**src/verilog/mem_pkg.sv**
```systemverilog
package mem_pkg;

	// ****************************************
	// bus widths
	// ****************************************
	// byte address
	parameter int ADDR_W = 32;
	// one rv64 word
	parameter int DATA_W = 64;
	// one strobe bit per byte lane
	parameter int STRB_W = DATA_W / 8;

	// read data, same shape everywhere
	typedef logic [DATA_W-1:0] mem_data_t;

	// one request as held by a port
	typedef struct packed {
		logic [ADDR_W-1:0] addr;
		logic              we;
		mem_data_t         wdata;
		logic [STRB_W-1:0] wstrb;
	} mem_req_t;

	// which port the arbiter is serving
	typedef enum logic {
		GRANT_FETCH = 1'b0,
		GRANT_DATA  = 1'b1
	} grant_t;

endpackage
```
**src/verilog/mem_bus_if.sv**
```systemverilog
interface mem_bus_if;
	import mem_pkg::*;

	// request side
	// high from capture until grant
	logic      pending;
	// held stable while pending
	mem_req_t  req;

	// arbiter side
	// one-cycle pulse, request taken
	logic      grant;
	// one-cycle pulse, transfer finished
	logic      done;
	// valid with done only
	mem_data_t rdata;

	// port holding the request
	modport requester (
		output pending,
		output req,
		input  grant,
		input  done,
		input  rdata
	);

	// shared memory arbiter
	modport arbiter (
		input  pending,
		input  req,
		output grant,
		output done,
		output rdata
	);

endinterface

```
**src/verilog/mem_port.sv**
```systemverilog
module mem_port #(
	parameter bit WRITE_EN = 1'b1
) (
	input  logic                        clk,
	input  logic                        rst,
	// pipeline side, single-cycle strobe
	input  logic                        strobe,
	input  logic                        we,
	input  logic [mem_pkg::ADDR_W-1:0]  addr,
	input  mem_pkg::mem_data_t          wdata,
	input  logic [mem_pkg::STRB_W-1:0]  wstrb,
	// towards the arbiter
	mem_bus_if.requester                bus,
	// back to the pipeline
	output logic                        done,
	output mem_pkg::mem_data_t          rdata
);
	import mem_pkg::*;

	logic     pending_q;
	mem_req_t req_q;

	// ****************************************
	// pending flag
	// ****************************************
	// set one cycle after the strobe
	// cleared in the cycle after grant
	always_ff @(posedge clk) begin
		if (rst) begin
			pending_q <= 1'b0;
		end else if (strobe) begin
			pending_q <= 1'b1;
		end else if (bus.grant) begin
			pending_q <= 1'b0;
		end
	end

	// ****************************************
	// request capture
	// ****************************************
	always_ff @(posedge clk) begin
		if (strobe) begin
			req_q.addr  <= addr;
			// fetch instance is read-only, write flag forced low
			req_q.we    <= we & WRITE_EN;
			req_q.wdata <= wdata;
			req_q.wstrb <= wstrb;
		end
	end

	assign bus.pending = pending_q;
	assign bus.req     = req_q;

	// reply goes straight back, no extra stage
	assign done  = bus.done;
	assign rdata = bus.rdata;

	// ****************************************
	// protocol checks
	// ****************************************
	// requester must wait, no back-pressure here
	a_no_strobe_while_pending: assert property (
		@(posedge clk) disable iff (rst)
		strobe |-> !pending_q
	) else $error("mem_port: strobe while a request is still pending");

	// arbiter only grants what this port offered
	a_no_grant_without_pending: assert property (
		@(posedge clk) disable iff (rst)
		bus.grant |-> pending_q
	) else $error("mem_port: grant seen with no pending request");

endmodule

```
**src/flat_wrapper.sv**
```systemverilog
// flat-port wrapper written by rule: the top's interface ports become plain ports
module mem_port_flat import mem_pkg::*;
#(
	parameter bit WRITE_EN = 1'b1
)
  (clk, rst, strobe, we, addr, wdata, wstrb, done, rdata, bus_pending, bus_req, bus_grant, bus_done, bus_rdata);
  mem_bus_if bus_i ();
  input  logic clk;
  input  logic rst;
  input  logic strobe;
  input  logic we;
  input  logic [mem_pkg::ADDR_W-1:0] addr;
  input  mem_pkg::mem_data_t wdata;
  input  logic [mem_pkg::STRB_W-1:0] wstrb;
  output logic done;
  output mem_pkg::mem_data_t rdata;
  output wire logic [$bits(bus_i.pending)-1:0] bus_pending;
  output wire logic [$bits(bus_i.req)-1:0] bus_req;
  input wire logic [$bits(bus_i.grant)-1:0] bus_grant;
  input wire logic [$bits(bus_i.done)-1:0] bus_done;
  input wire logic [$bits(bus_i.rdata)-1:0] bus_rdata;
  assign bus_pending = bus_i.pending;
  assign bus_req = bus_i.req;
  assign bus_i.grant = bus_grant;
  assign bus_i.done = bus_done;
  assign bus_i.rdata = bus_rdata;
  mem_port #(.WRITE_EN(WRITE_EN)) u_core (.clk(clk), .rst(rst), .strobe(strobe), .we(we), .addr(addr), .wdata(wdata), .wstrb(wstrb), .bus(bus_i), .done(done), .rdata(rdata));
endmodule
```
**config.mk**
```make
export PLATFORM = sky130hd
export DESIGN_NAME = mem_port_flat
export DESIGN_NICKNAME = d
export VERILOG_FILES = /design/src/verilog/mem_pkg.sv /design/src/verilog/mem_bus_if.sv /design/src/verilog/mem_port.sv /design/src/flat_wrapper.sv
export SDC_FILE = /design/constraint.sdc
export NUM_CORES = 1
export LEC_CHECK = 0
export ABC_AREA = 1
export BUFFER_PORTS_ARGS = -buffer_cell sky130_fd_sc_hd__buf_4
export CORE_AREA = 3 3 131 133
export CTS_CLUSTER_DIAMETER = 200
export CTS_CLUSTER_SIZE = 8
export DETAILED_ROUTE_END_ITERATION = 10
export DIE_AREA = 0 0 134 136
export GPL_TIMING_DRIVEN = 0
export PLACE_DENSITY = 0.56
export SLEW_MARGIN = 20
export SYNTH_ARGS = -nofsm -noshare
export SYNTH_HDL_FRONTEND = slang
export SYNTH_SLANG_ARGS = --single-unit
export TNS_END_PERCENT = 30
```
**constraint.sdc**
```tcl
create_clock -name clk -period 1.1 [get_ports clk]
set_input_delay 0.11 -clock clk [delete_from_list [all_inputs] [get_ports clk]]
set_output_delay 0.11 -clock clk [all_outputs]
set_load 0.1 [all_outputs]
```
# [Yosys cells after proc, flatten, opt, wreduce, memory -nomap -nowiden]
# Cells that the tools add are included.
# W data, S select, Z words.
[op_classes] muxes=2 n_reduce_logical=1
[ops] cell="$mux W1" count=2
[ops] cell="$reduce_bool A2 Y1" count=1
[word_totals] reg_bits=106 input_bits=174 output_inout_bits=171 word_cells=8

# [Logic depth before layout (Yosys ltp)]
[logic_depth] depth_word=2 mapped_depth=3 mapped_depth_nobuf=3

# [Worst setup path after synthesis]
# OpenSTA, ideal clock, no wires.
[synth_path] path_type="flip-flop to flip-flop" startpoint="reg, netlist name u_core.bus.pending" endpoint="reg u_core.pending_q (netlist: u_core.bus.pending)" setup_ps=66 arrival_time_ps=1202 t_required_ps=1034 path_slack_ps=-168 stages_incl_launch_ff=3 path_buffers=0 period_less_slack_ps=1268 path_cell_list="dfxtp_1 -> nand2_1 -> a21oi_2"
[synth_lines] item="end signal: assignment" line="mem_port.sv:30" text="pending_q <= 1'b0;"
[synth_lines] item="end signal: assignment" line="mem_port.sv:32" text="pending_q <= 1'b1;"
[synth_lines] item="end signal: assignment" line="mem_port.sv:34" text="pending_q <= 1'b0;"
[synth_lines] item="end: declaration" line="mem_port.sv:20" text="logic pending_q;"

# [Final worst setup path]
[layout_path] startpoint="reg u_core.req_q, in the netlist u_core.bus.req[102]" endpoint="out bus_req[102]"
[layout_lines] item="start: declaration" line="mem_port.sv:21" text="mem_req_t req_q;"
[layout_lines] item="end: declaration" line="flat_wrapper.sv:18" text="output wire logic [$bits(bus_i.req)-1:0] bus_req;"
# No word-level cell between the ends.

==> out/metrics.csv <==
metric;value;unit
die height;136;um
syn_nets;349;
combined area of all synthesized cells;3680;um^2
slowest cell on the critical path;sky130_fd_sc_hd__edfxtp_1;
post-layout min period;1080;ps
Seq cells post-synth;106;
peak clock frequency supported by timing;929;MHz
fin crit share;97.8;%
final routed wire length divided by cell count;15.3;um
detailed-route via count;3001;
number of design-rule violations left by the first detailed-router iteration;129;
maximum number of pins on one net before global-route repair;107;
count of final setup violators;0;
final hold viol count;0;
Die Footprint;18200;um^2
leftover overflow at the end of global routing;0;
ratio of cells with drive above 1 in the final layout;62.6;%
number of antenna violations at the first check in global routing;1;
Std-Cell Rows;46;
Top Ports;345;
type of the worst setup path;reg -> out;
Clock Latency Late Sink;340;ps
area of the core;15900;um^2
mean post-synth cell area;21.0;um^2
crit-path max cell delay;410;ps
most frequent cells in the layout;sky130_fd_sc_hd__buf_4 (244), sky130_fd_sc_hd__dlygate4sd3_1 (107), sky130_fd_sc_hd__edfxtp_1 (105), sky130_fd_sc_hd__buf_6 (97), sky130_fd_sc_hd__clkbuf_16 (9);
count of unresolved DRC violations after routing;0;
worst hold path type;in -> reg;
max-capacitance violation count;0;
register-to-register setup slack;530;ps
Post-DP Area;6050;um^2
worst slew pin tran;983;ps
Worst Path Max Fanout;1;
critical path launch point type;flop;
drt first pass iters;4;
Clock Tree Root;sky130_fd_sc_hd__clkbuf_16;
CP bufs+invs;1;
TritonCTS clock tree;built;
TritonCTS Buffers;9;
kind of capture point of the worst setup path;output pin;
vias in the first global route;3301;
required time worst endpoint;990;ps
area grow syn2layout;112;%
antenna viol nets, final;0;
max-slew violation count;0;
result of the run;finished clean;
Finished Layout Cells;794;
Critical Path AT;970;ps
WL final;12200;um
P_leak;3.42;nW
via count normalized by instance count;3.78;
wire length of the first global-routing pass;17200;um
number of buffers between clock root and the deepest sink;2;
worst setup skew after layout;0;ps
count of synthesis-stage warnings from yosys;0;
cell chain of the critical path;buf_6;
cell total after placement;670;
distinct cell type count after synthesis;6;
total of buffers placed on input and output ports;279;
headroom to the max-slew limit;34.5;%
category of cells accounting for the largest share of critical-path delay;flip-flops;
unrepaired setup endpoints after global routing;yes;
number of levels the H-tree was split into;3;
Post-Synthesis Cells;175;
gr usage total;12.5;%
sequential fraction of the synthesis area;86.2;%
most common cell after layout, fill and taps aside;sky130_fd_sc_hd__buf_4;
net count reported at finish;746;
Chip Width;134;um
initial core utilization;23.1;%
areal power density over the cells;1670;nW/um^2
weighted congestion at the end of routability-driven global placement;0.687;
Max IR drop VDD;738;uV
Clock transition at path regs;70;ps
final standard cell area without fillers;7800;um^2
CTS sink cnt;106;
final timing paths:
kind / startpoint / to / cells after the start
setup reg to reg: u_core.bus.pending / u_core.bus.pending / 2
hold / removal: strobe / u_core.bus.req[76] / 1
hold reg to reg: u_core.bus.pending / u_core.bus.pending / 2
setup / recovery: u_core.bus.req[102] / bus_req[102] / 1
stage by stage:
step           util [%]  power [mW]  setup TNS, ps  setup slack [ps]  hold WS [ps]
6_report           48.9        13.0              0              24.1           393
5_1_grt            48.9        13.5           -124             -15.9           442
4_1_cts            47.9        13.1              0            0.0647           417
3_5_place_dp       38.0        9.46         -19010              -192           263
3_3_place_gp       37.9        9.43         -45910              -443           260
2_1_floorplan         -        8.37              0              86.0           165
final cells by class:
class | instances | area [um^2]
fill | 1390 | 8150
timing repair buffer | 386 | 3550
sequential | 106 | 3170
buffer | 65 | 488
tap | 216 | 270
clock buffer | 9 | 225
clock inverter | 7 | 65.1
multi-input combinational | 2 | 12.5
inverter | 2 | 7.51
antenna | 1 | 2.50
kinds of logic after synthesis:
kind of cell | synth area share (%)
buf+inv | 13.5
simple gates | 0.102
flops | 86.2
compound gates | 0.238
cells in the mapped netlist, drive strengths merged:
cell type	count	share of area, %
edfxtp	105	86
buf	65	13
inv	2	0.20
a21oi	1	0.24
dfxtp	1	0.54
nand2	1	0.10
where the power goes:
part           total (mW)  internal (mW)  switching [mW]
clock network        3.09           1.58            1.51
registers            4.95           4.80           0.146
logic                4.97           1.35            3.62
flip-flops by register name, indices dropped and copies added (netlist names):
signal	count
u_core.bus.req	105
u_core.bus.pending	1
what timing repair did:
item,CTS,global route
setup endpoints to repair,60,52
resized for setup,60,42
hold buffers,107,0
hold endpoints to repair,106,0
setup buffers,0,0
pin swaps,0,0
per-layer routing:
layer  track usage, %  part of all wire [%]  wire (um)
met5                0                     0          0
met4             5.26                   2.1        255
met3             5.11                    11       1350
met2             23.5                    55       6680
met1             11.9                    32       3870
No activity file was read; power rests on OpenSTA's default activity.
