<file path="src/verilog/mem_pkg.sv">
package mem_pkg;

	// ****************************************
	// bus widths
	// ****************************************
	// byte address
	parameter int ADDR_W = 32;
	// one rv64 word
	parameter int DATA_W = 64;
	// one strobe bit per byte lane
	parameter int STRB_W = DATA_W / 8;

	// read data, same shape everywhere
	typedef logic [DATA_W-1:0] mem_data_t;

	// one request as held by a port
	typedef struct packed {
		logic [ADDR_W-1:0] addr;
		logic              we;
		mem_data_t         wdata;
		logic [STRB_W-1:0] wstrb;
	} mem_req_t;

	// which port the arbiter is serving
	typedef enum logic {
		GRANT_FETCH = 1'b0,
		GRANT_DATA  = 1'b1
	} grant_t;

endpackage
</file>
<file path="src/verilog/mem_bus_if.sv">
interface mem_bus_if;
	import mem_pkg::*;

	// request side
	// high from capture until grant
	logic      pending;
	// held stable while pending
	mem_req_t  req;

	// arbiter side
	// one-cycle pulse, request taken
	logic      grant;
	// one-cycle pulse, transfer finished
	logic      done;
	// valid with done only
	mem_data_t rdata;

	// port holding the request
	modport requester (
		output pending,
		output req,
		input  grant,
		input  done,
		input  rdata
	);

	// shared memory arbiter
	modport arbiter (
		input  pending,
		input  req,
		output grant,
		output done,
		output rdata
	);

endinterface

</file>
<file path="src/verilog/mem_arbiter.sv">
module mem_arbiter (
	input  logic                        clk,
	input  logic                        rst,
	// the two requesters
	mem_bus_if.arbiter                  fetch,
	mem_bus_if.arbiter                  data,
	// single-port sram
	output logic                        sram_en,
	output logic                        sram_we,
	output logic [mem_pkg::ADDR_W-1:0]  sram_addr,
	output mem_pkg::mem_data_t          sram_wdata,
	output logic [mem_pkg::STRB_W-1:0]  sram_wstrb,
	input  mem_pkg::mem_data_t          sram_rdata
);
	import mem_pkg::*;

	typedef enum logic {
		ST_IDLE = 1'b0,
		ST_BUSY = 1'b1
	} state_t;

	state_t    state_q;
	grant_t    win;
	grant_t    sel_q;
	mem_req_t  win_req;
	logic      issue;
	logic      issue_q;
	logic      done_q;
	mem_data_t rdata_q;

	// ****************************************
	// selection
	// ****************************************
	// data port has priority over fetch
	assign win     = data.pending ? GRANT_DATA : GRANT_FETCH;
	assign win_req = (win == GRANT_DATA) ? data.req : fetch.req;
	// grant in the same cycle the request is seen
	assign issue   = (state_q == ST_IDLE) & (fetch.pending | data.pending);

	assign data.grant  = issue & (win == GRANT_DATA);
	assign fetch.grant = issue & (win == GRANT_FETCH);

	// sram strobe lines only live with issue
	assign sram_en    = issue;
	assign sram_we    = issue & win_req.we;
	assign sram_addr  = win_req.addr;
	assign sram_wdata = win_req.wdata;
	assign sram_wstrb = win_req.wstrb;

	// ****************************************
	// transfer sequencing
	// ****************************************
	// issue at N, sram data at N+1, done at N+2
	// back to idle at N+3
	always_ff @(posedge clk) begin
		if (rst) begin
			state_q <= ST_IDLE;
			issue_q <= 1'b0;
			done_q  <= 1'b0;
		end else begin
			issue_q <= issue;
			done_q  <= issue_q;
			case (state_q)
				ST_IDLE: if (issue) state_q <= ST_BUSY;
				ST_BUSY: if (done_q) state_q <= ST_IDLE;
				default: state_q <= ST_IDLE;
			endcase
		end
	end

	// winner and returned word
	always_ff @(posedge clk) begin
		if (issue) sel_q <= win;
		if (issue_q) rdata_q <= sram_rdata;
	end

	// reply only towards the served port
	assign data.done   = done_q & (sel_q == GRANT_DATA);
	assign fetch.done  = done_q & (sel_q == GRANT_FETCH);
	assign data.rdata  = (sel_q == GRANT_DATA) ? rdata_q : '0;
	assign fetch.rdata = (sel_q == GRANT_FETCH) ? rdata_q : '0;

	// ****************************************
	// checks
	// ****************************************
	a_grant_onehot0: assert property (
		@(posedge clk) disable iff (rst)
		$onehot0({fetch.grant, data.grant})
	) else $error("mem_arbiter: both ports granted at once");

	a_done_single: assert property (
		@(posedge clk) disable iff (rst)
		!(fetch.done && data.done)
	) else $error("mem_arbiter: done on both buses at once");

endmodule

</file>
<file path="src/flat_wrapper.sv">
// flat-port wrapper written by rule: the top's interface ports become plain ports
module mem_arbiter_flat import mem_pkg::*;
  (clk, rst, sram_en, sram_we, sram_addr, sram_wdata, sram_wstrb, sram_rdata, fetch_pending, fetch_req, fetch_grant, fetch_done, fetch_rdata, data_pending, data_req, data_grant, data_done, data_rdata);
  mem_bus_if fetch_i ();
  mem_bus_if data_i ();
  input  logic clk;
  input  logic rst;
  output logic sram_en;
  output logic sram_we;
  output logic [mem_pkg::ADDR_W-1:0] sram_addr;
  output mem_pkg::mem_data_t sram_wdata;
  output logic [mem_pkg::STRB_W-1:0] sram_wstrb;
  input  mem_pkg::mem_data_t sram_rdata;
  input wire logic [$bits(fetch_i.pending)-1:0] fetch_pending;
  input wire logic [$bits(fetch_i.req)-1:0] fetch_req;
  output wire logic [$bits(fetch_i.grant)-1:0] fetch_grant;
  output wire logic [$bits(fetch_i.done)-1:0] fetch_done;
  output wire logic [$bits(fetch_i.rdata)-1:0] fetch_rdata;
  input wire logic [$bits(data_i.pending)-1:0] data_pending;
  input wire logic [$bits(data_i.req)-1:0] data_req;
  output wire logic [$bits(data_i.grant)-1:0] data_grant;
  output wire logic [$bits(data_i.done)-1:0] data_done;
  output wire logic [$bits(data_i.rdata)-1:0] data_rdata;
  assign fetch_i.pending = fetch_pending;
  assign fetch_i.req = fetch_req;
  assign fetch_grant = fetch_i.grant;
  assign fetch_done = fetch_i.done;
  assign fetch_rdata = fetch_i.rdata;
  assign data_i.pending = data_pending;
  assign data_i.req = data_req;
  assign data_grant = data_i.grant;
  assign data_done = data_i.done;
  assign data_rdata = data_i.rdata;
  mem_arbiter u_core (.clk(clk), .rst(rst), .fetch(fetch_i), .data(data_i), .sram_en(sram_en), .sram_we(sram_we), .sram_addr(sram_addr), .sram_wdata(sram_wdata), .sram_wstrb(sram_wstrb), .sram_rdata(sram_rdata));
endmodule
</file>
<file path="config.mk">
export PLATFORM = sky130hd
export DESIGN_NAME = mem_arbiter_flat
export DESIGN_NICKNAME = d
export VERILOG_FILES = /design/src/verilog/mem_pkg.sv /design/src/verilog/mem_bus_if.sv /design/src/verilog/mem_arbiter.sv /design/src/flat_wrapper.sv
export SDC_FILE = /design/constraint.sdc
export NUM_CORES = 1
export LEC_CHECK = 0
export ABC_AREA = 1
export ABC_CLOCK_PERIOD_IN_PS = 6100
export BUFFER_PORTS_ARGS = -buffer_cell sky130_fd_sc_hd__buf_2
export CAP_MARGIN = 15
export CORE_AREA = 4 4 198 200
export CTS_CLUSTER_SIZE = 14
export DETAILED_ROUTE_END_ITERATION = 6
export DIE_AREA = 0 0 202 204
export PLACE_DENSITY = 0.42
export SYNTH_ARGS = -nofsm -noshare
export SYNTH_HDL_FRONTEND = slang
export SYNTH_SLANG_ARGS = --single-unit
</file>
<file path="constraint.sdc">
create_clock -name clk -period 6.1 [get_ports clk]
set_clock_uncertainty 0.05 [all_clocks]
set_input_delay 1.22 -clock clk [delete_from_list [all_inputs] [get_ports clk]]
set_output_delay 1.22 -clock clk [all_outputs]
set_load 0.005 [all_outputs]
</file>
### After elaboration in Yosys (flattened, before gate mapping)

Cells that the tools add are included.

| storage, ports and cells | value |
|---|---|
| output and inout port bits | 238 |
| word-level logic and storage cells | 22 |
| register bits after elaboration | 68 |

| cells by class | value |
|---|---|
| mux-type cells | 7 |
| bitwise gates (word level) | 10 |

Operators with widths:

| kind | count |
|---|---|
| 64-bit two-way mux | 2 |
| 105-bit two-way mux | 1 |
| 1-bit bitwise AND | 6 |
| 1-bit two-way mux | 3 |
| 1-bit inverter | 3 |
| 1-bit one-hot mux with 2 select lines | 1 |
| 1-bit bitwise OR | 1 |

### Depth between registers and ports, before layout

Gate-level depths: netlist of run 1.

| depth | value |
|---|---|
| word-level depth | 4 |
| mapped depth | 7 |
| mapped depth without buffers | 5 |

### Least setup slack after synthesis of run 1

No wires, ideal clock.

| path | value |
|---|---|
| path kind | input-to-output |
| start | input data_pending |
| end | output sram_addr[0] in the netlist's numbering |
| arrival time | 1782 ps |
| stages | 6 |
| path buffers | 3 |
| slack | 3048 ps |
| cell sequence | buf_4 > inv_4 > buf_6 > buf_6 > nand2_1 > nand2_1 |

| between the ends | value |
|---|---|
| longest elaborated chain between the ends | 2 |

Ends and longest elaborated chain:

| element | RTL line | RTL |
|---|---|---|
| start, declared | flat_wrapper.sv:19 | `input wire logic [$bits(data_i.pending)-1:0] data_pending;` |
| 1-bit two-way mux | mem_arbiter.sv:35 | `assign win = data.pending ? GRANT_DATA : GRANT_FETCH;` |
| 105-bit two-way mux | mem_arbiter.sv:36 | `assign win_req = (win == GRANT_DATA) ? data.req : fetch.req;` |
| end, declared | flat_wrapper.sv:10 | `output logic [mem_pkg::ADDR_W-1:0] sram_addr;` |

No other way between the ends.

### Final worst setup path of run 1

| path | value |
|---|---|
| start | input data_pending |
| end | output fetch_grant |

| between the ends | value |
|---|---|
| longest elaborated chain between the ends | 3 |
| elaborated cells on any way between the ends | 5 |

Ends and longest elaborated chain:

| element | RTL line | RTL |
|---|---|---|
| 1-bit bitwise OR / 1-bit two-way mux (equally long branches) | mem_arbiter.sv:38, mem_arbiter.sv:35 |  |
| 1-bit bitwise AND / 1-bit inverter (equally long branches) | mem_arbiter.sv:38, mem_arbiter.sv:41 |  |
| 1-bit bitwise AND (*) | mem_arbiter.sv:41 | `assign fetch.grant = issue & (win == GRANT_FETCH);` |
| end, declared | flat_wrapper.sv:16 | `output wire logic [$bits(fetch_i.grant)-1:0] fetch_grant;` |

Every way passes the cells marked *; elsewhere a longest branch is shown, timed or not.

==> results.md, run 1 <==
- Num rows: 71
- Netlist cell types: 11
- Crit path launch type: primary input
- Max-Slew Margin vs Limit: 28.13%
- HPWL Detailed: 24.48 mm
- Post-synthesis cell count: 698
- RSZ-0062 raised after global routing: no
- Final setup violation count: 0
- Initial core utilization: 11.93%
- CP arrival: 2.83 ns
- Commonest cells after routing, fill and taps aside: buf_2, nand2_1, inv_1
- Minimum clock period: 4.098 ns
- Number of global-route vias before repair: 5964
- Max-Cap Viols: 0
- DRT Pass-1 Iters: 6
- Largest net degree at the start of global routing: 108
- CP required: 4.83 ns
- Share of cells above drive strength 1: 44.60%
- # port buffers: 515
- Pleak: 5.055 nW
- Yosys warns: 0
- Synthesized Nets: 976
- Slew Viols, Final: 0
- Final Non-Filler Cells: 1716
- Slew of the pin with the lowest slew margin: 1.078 ns
- Syn Std Cell Area: 4463 um2
- CP endpoint kind: primary output
- Die width: 202 um
- Worst vdd rail ir drop: 78.68 uV
- Hold_buf cts: 0
- FF+latch count, synth: 68
- First-pass GRT wire length: 38.54 mm
- Postcts setup bufs: 0
- Final Cycle Share: 67.17%
- Maximum clock path buffer count: 2
- Ports: 516
- Flop2flop setup slack: 4.69 ns
- # nets final: 1469
- Post-route cell area: 7785 um2
- Final hold violation count: 0
- Chip Height: 204 um
- Aggregate global-route resource usage: 12.68%
- Achievable Freq: 244.0 MHz
- Setup_tns: 0 ns
- Total Routed Length: 27.77 mm
- Most common cell after layout, fill and taps aside: buf_2
- Root Buffer: clkbuf_16
- Worst path cell trace: buf_4 -> inv_4 -> nand2_1 -> nand2_1 -> nor2_1 -> buf_2
- Pwr Density: 188.7 nW/um2
- Critical path's most frequent cell: nand2_1
- Slowest cell delay on critical path: 0.75 ns
- Clock Sinks: 68
- DR iter-0 viols: 297
- Syn-to-layout area delta: 74.43%
- Synthesized area per cell: 6.394 um2
- CP Class: in -> out
- Worst-path fanout max: 107
- Die area: 41210 um2
- Clk slew on worst S/H paths: 0.06 ns
- Initial antenna violation count: 16
- Vias: 5954
- R2R cell count: 0
- DP Area: 7508 um2
- Routed WL per cell: 16.18 um
- TritonCTS clock tree: built
- Remaining global-route overflow: 0
- CTS resizes: 0
- CTS H-tree depth: 3
- Min-delay worst type: reg -> reg
- Hold depth: 3
- Placed Instances: 1691
- Vias/cell: 3.470
- Core area: 37400 um2
- Post-route antenna net violation count: 0
- Clk Latency, worst-skew pair: 0.33 ns
- Final Wtd Congestion: 0.9982
- Status: finished, final reports clean
- Drt drc: 0
- CTS buffer count: 9
- Post-synthesis sequential area ratio: 45.08%
- CP max-delay cell: inv_4
-- power by group --
| part | internal [mW] | total, mW | switching (mW) |
|---|---|---|---|
| Combinational | 0.195 | 0.426 | 0.231 |
| Clock | 0.270 | 0.451 | 0.180 |
| Sequential | 0.554 | 0.592 | 0.0385 |
-- Yosys cell counts (all sizes together) --
cell type	number	area, um2
inv	137	516.8
clkbuf	3	11.26
nor2	70	262.8
dfxtp	3	60.06
edfxtp	65	1952
nand2	384	1441
buf	34	208.9
nand3	2	10.01
-- kinds of logic (layout without fill, tap and decap cells) --
kind of cell / Yosys count / in the layout / synth area share [%]
other: 0 / 10 / 0
flip-flops: 68 / 68 / 45.08
AND/OR/NAND/NOR: 456 / 456 / 38.41
buffers and inverters: 174 / 671 / 16.51
-- stage by stage --
stage	utilization (%)	worst slack (ns)	hold WS [ns]	total power [mW]
3_3_place_gp	20.08	1.952	0.5366	1.039
4_1_cts	20.75	1.928	0.5430	1.517
5_1_grt	20.76	1.793	0.5785	1.573
6_report	20.82	2.002	0.5061	1.469
2_1_floorplan	-	3.048	0.4239	0.7565
3_5_place_dp	20.08	1.930	0.5457	1.041
-- routing by layer --
metal	track usage, %	up-vias	routed length (um)
met3	5.252	61	2902
met4	8.081	18	1572
met5	0	-	123
li1	-	2991	-
met1	12.30	2541	9530
met2	22.32	343	13640
-- registers in the layout, indices dropped and copies added, names as in the netlist --
| signal | cells |
|---|---|
| u_core.rdata_q | 64 |
| u_core.done_q | 1 |
| u_core.issue_q | 1 |
| u_core.sel_q | 1 |
| u_core.state_q | 1 |
-- final timing paths --
check | startpoint | endpoint
worst max-delay path | data_pending | fetch_grant
worst min-delay path | u_core.done_q | u_core.state_q
worst max register to register | u_core.issue_q | u_core.rdata_q[26]
worst min register to register | u_core.done_q | u_core.state_q
-- critical path: cells and delay by family --
kind	cells	cell delay, ns
buffers and inverters	3	1.14
AND/OR/NAND/NOR	3	0.34
-- cell type report --
| cell class | count | area, um2 |
|---|---|---|
| fillers | 4392 | 29610 |
| flip-flops and latches | 68 | 2016 |
| well taps | 511 | 639.4 |
| repair buffers | 519 | 2623 |
| inverters | 137 | 516.7 |
| clock inverters | 3 | 15.01 |
| clock buffers | 12 | 236.5 |
| diodes | 10 | 25.02 |
| multi-input cells | 456 | 1714 |
(Power assumes the default switching activity.)
==> run 2, diff against run 1 <==
--- a/config.mk
+++ b/config.mk
@@ -6,14 +6,14 @@
 export NUM_CORES = 1
 export LEC_CHECK = 0
 export ABC_AREA = 1
-export ABC_CLOCK_PERIOD_IN_PS = 6100
+export ABC_CLOCK_PERIOD_IN_PS = 3350
 export BUFFER_PORTS_ARGS = -buffer_cell sky130_fd_sc_hd__buf_2
 export CAP_MARGIN = 15
 export CORE_AREA = 4 4 198 200
 export CTS_CLUSTER_SIZE = 14
 export DETAILED_ROUTE_END_ITERATION = 6
 export DIE_AREA = 0 0 202 204
-export PLACE_DENSITY = 0.42
+export PLACE_DENSITY = 0.43
 export SYNTH_ARGS = -nofsm -noshare
 export SYNTH_HDL_FRONTEND = slang
 export SYNTH_SLANG_ARGS = --single-unit
==> constraint.sdc (replaced) <==
create_clock -name clk -period 3.35 [get_ports clk]
set_clock_uncertainty 0.05 [all_clocks]
set_input_delay 0.67 -clock clk [delete_from_list [all_inputs] [get_ports clk]]
set_output_delay 0.67 -clock clk [all_outputs]
set_load 0.005 [all_outputs]
==> run 2 against run 1 <==
  * Core utilization is 0.14 points higher
  * Cell area increased by 0.68%
  * Critical path type unchanged
  * Wire length down 1.7%
==> results.md, run 2 (same netlist as run 1, synthesis figures left out) <==
- Max layer used: met5
- Ports: 516 (unchanged)
- CTS resizes: 0 (unchanged)
- Largest Register: u_core.rdata_q
- DR iter-0 viols: 271 (-8.8%)
- Total Routed Length: 27.30 mm (-1.7%)
- Largest net degree at the start of global routing: 73 (-32%)
- Final setup violation count: 0 (unchanged)
- Chip Height: 204 um (unchanged)
- Worst vdd rail ir drop: 141.4 uV (+80%)
- Syn-to-layout area delta: 75.61%
- Num rows: 71 (unchanged)
- Stages on worst setup path: 6 (unchanged)
- Crit path launch type: primary input
- Setup_tns: 0 ns (unchanged)
- Hold depth: 2 (-1)
- Critical path's top delay family: buffers and inverters
- RSZ-0062 raised after global routing: no
- Drt drc: 0 (unchanged)
- Root Buffer: clkbuf_16
- R2r startpoint: u_core.issue_q
- Initial core utilization: 11.93% (unchanged)
- Most common cell after layout, fill and taps aside: buf_2
- # port buffers: 515 (unchanged)
- Pleak: 5.089 nW (+0.66%)
- Hold_buf cts: 0 (unchanged)
- CTS buffer count: 9 (unchanged)
- WP buf/inv: 4 (+1)
- # nets final: 1474 (+0.34%)
- Pwr Density: 343.4 nW/um2 (+82%)
- Minimum clock period: 2.630 ns
- Initial antenna violation count: 13 (-3)
- CP endpoint kind: primary output
- Slowest cell delay on critical path: 0.49 ns (-0.26 ns)
- CP max-delay cell: inv_4
- Share of cells above drive strength 1: 44.83% (+0.23 points)
- TritonCTS clock tree: built
- Min-delay worst type: in -> reg
- Clk slew on worst S/H paths: 0.06 ns (about the same)
- R2R cell count: 0 (unchanged)
- Post-route antenna net violation count: 0 (unchanged)
- CP required: 2.63 ns (-2.20 ns)
- Slew Viols, Final: 0 (unchanged)
- Achievable Freq: 380.2 MHz
- M1 WL: 9.419 mm (-1.2%)
- CTS H-tree depth: 3 (unchanged)
- Final hold violation count: 0 (unchanged)
- Postcts setup bufs: 0 (unchanged)
- Routed WL per cell: 15.90 um (-1.7%)
- Vias: 5922 (-0.54%)
- Hold_ws: 0.4502 ns (-0.05584 ns)
- Met3 Wirelength: 3.139 mm (+8.2%)
- Final Wtd Congestion: 0.9725 (-2.6%)
- Vias/cell: 3.449 (-0.60%)
- Status: finished, final reports clean
- Critical path's most frequent cell: nand2_1
- Hold Crit Endpoint: u_core.done_q
- First-pass GRT wire length: 37.17 mm (-3.5%)
- Die area: 41210 um2 (unchanged)
- Aggregate global-route resource usage: 12.34% (-0.34 points)
- Final Cycle Share: 78.50%
- Number of global-route vias before repair: 5719 (-4.1%)
- Worst path cell trace: buf_4 -> inv_4 -> buf_12 -> nand2_1 -> nand2_1 -> buf_2
- CP arrival: 1.91 ns (-0.92 ns)
- Die width: 202 um (unchanged)
- WL met2: 13.25 mm (-2.9%)
- Clk Latency, worst-skew pair: 0.34 ns (about the same)
- Max-Slew Margin vs Limit: 38.31% (+10 points)
- Flop2flop setup slack: 1.93 ns (-2.76 ns)
- Maximum clock path buffer count: 2 (unchanged)
- Remaining global-route overflow: 0 (unchanged)
- HPWL Detailed: 24.05 mm (-1.7%)
- Core area: 37400 um2 (unchanged)
- CP Class: in -> out
- Clock Sinks: 68 (unchanged)
- Hold_sp: rst
- Reg-to-Reg End: u_core.rdata_q[48]
- Slew of the pin with the lowest slew margin: 0.9253 ns (-0.1527 ns)
- DRT Pass-1 Iters: 4 (-2)
- Max-Cap Viols: 0 (unchanged)
- Max reg flops: 64 (unchanged)
- Worst-path fanout max: 66 (-38%)
- Commonest cells after routing, fill and taps aside: buf_2, nand2_1, inv_1
==> run 2: cell count changes in the layout (fill, tap and decap cells not counted) <==
cell / before / now
diode_2: 10 / 6
buf_4: 4 / 7
buf_12: 1 / 3
==> run 2: per-layer routing <==
layer | global-route usage (%) | up-vias
li1 | - | 2997
met1 | 12.03 | 2508
met2 | 21.76 | 349
met3 | 5.808 | 54
met4 | 6.567 | 14
met5 | 0 | -
==> run 2: how the worst max path moves through the flow <==
stage,from,endpoint,slack [ns]
6_report,data_pending,sram_addr[2],0.72
5_1_grt,data_pending,sram_addr[2],0.58
4_1_cts,data_pending,sram_addr[30],0.64
3_5_place_dp,data_pending,sram_addr[30],0.64
3_3_place_gp,data_pending,sram_addr[30],0.67
2_1_floorplan,u_core.issue_q,u_core.rdata_q[0],1.19
==> run 2: power breakdown <==
group          switching (mW)  total, mW  internal, mW
logic                   0.419      0.782         0.362
clock network           0.344      0.837         0.493
registers              0.0638       1.07          1.01
==> run 2: through the flow <==
stage	cells	area, um2	power (mW)	setup slack [ns]	util [%]
after floorplan	698	4463	1.377	1.187	-
after global placement	1696	7571	1.895	0.6720	20.24
after detailed placement	1696	7571	1.901	0.6447	20.24
after CTS	1711	7823	2.783	0.6421	20.92
after global routing	1714	7830	2.882	0.5846	20.94
final	1717	7838	2.691	0.7201	20.96
==> run 2: cell type report <==
cell class,instances,area [um2]
Fill cell,4333,29560
Timing Repair Buffer,524,2685
Sequential cell,68,2016
Multi-Input combinational cell,456,1714
Tap cell,511,639.4
Inverter,137,516.7
Clock buffer,12,236.5
Clock inverter,3,15.01
Antenna cell,6,15.01
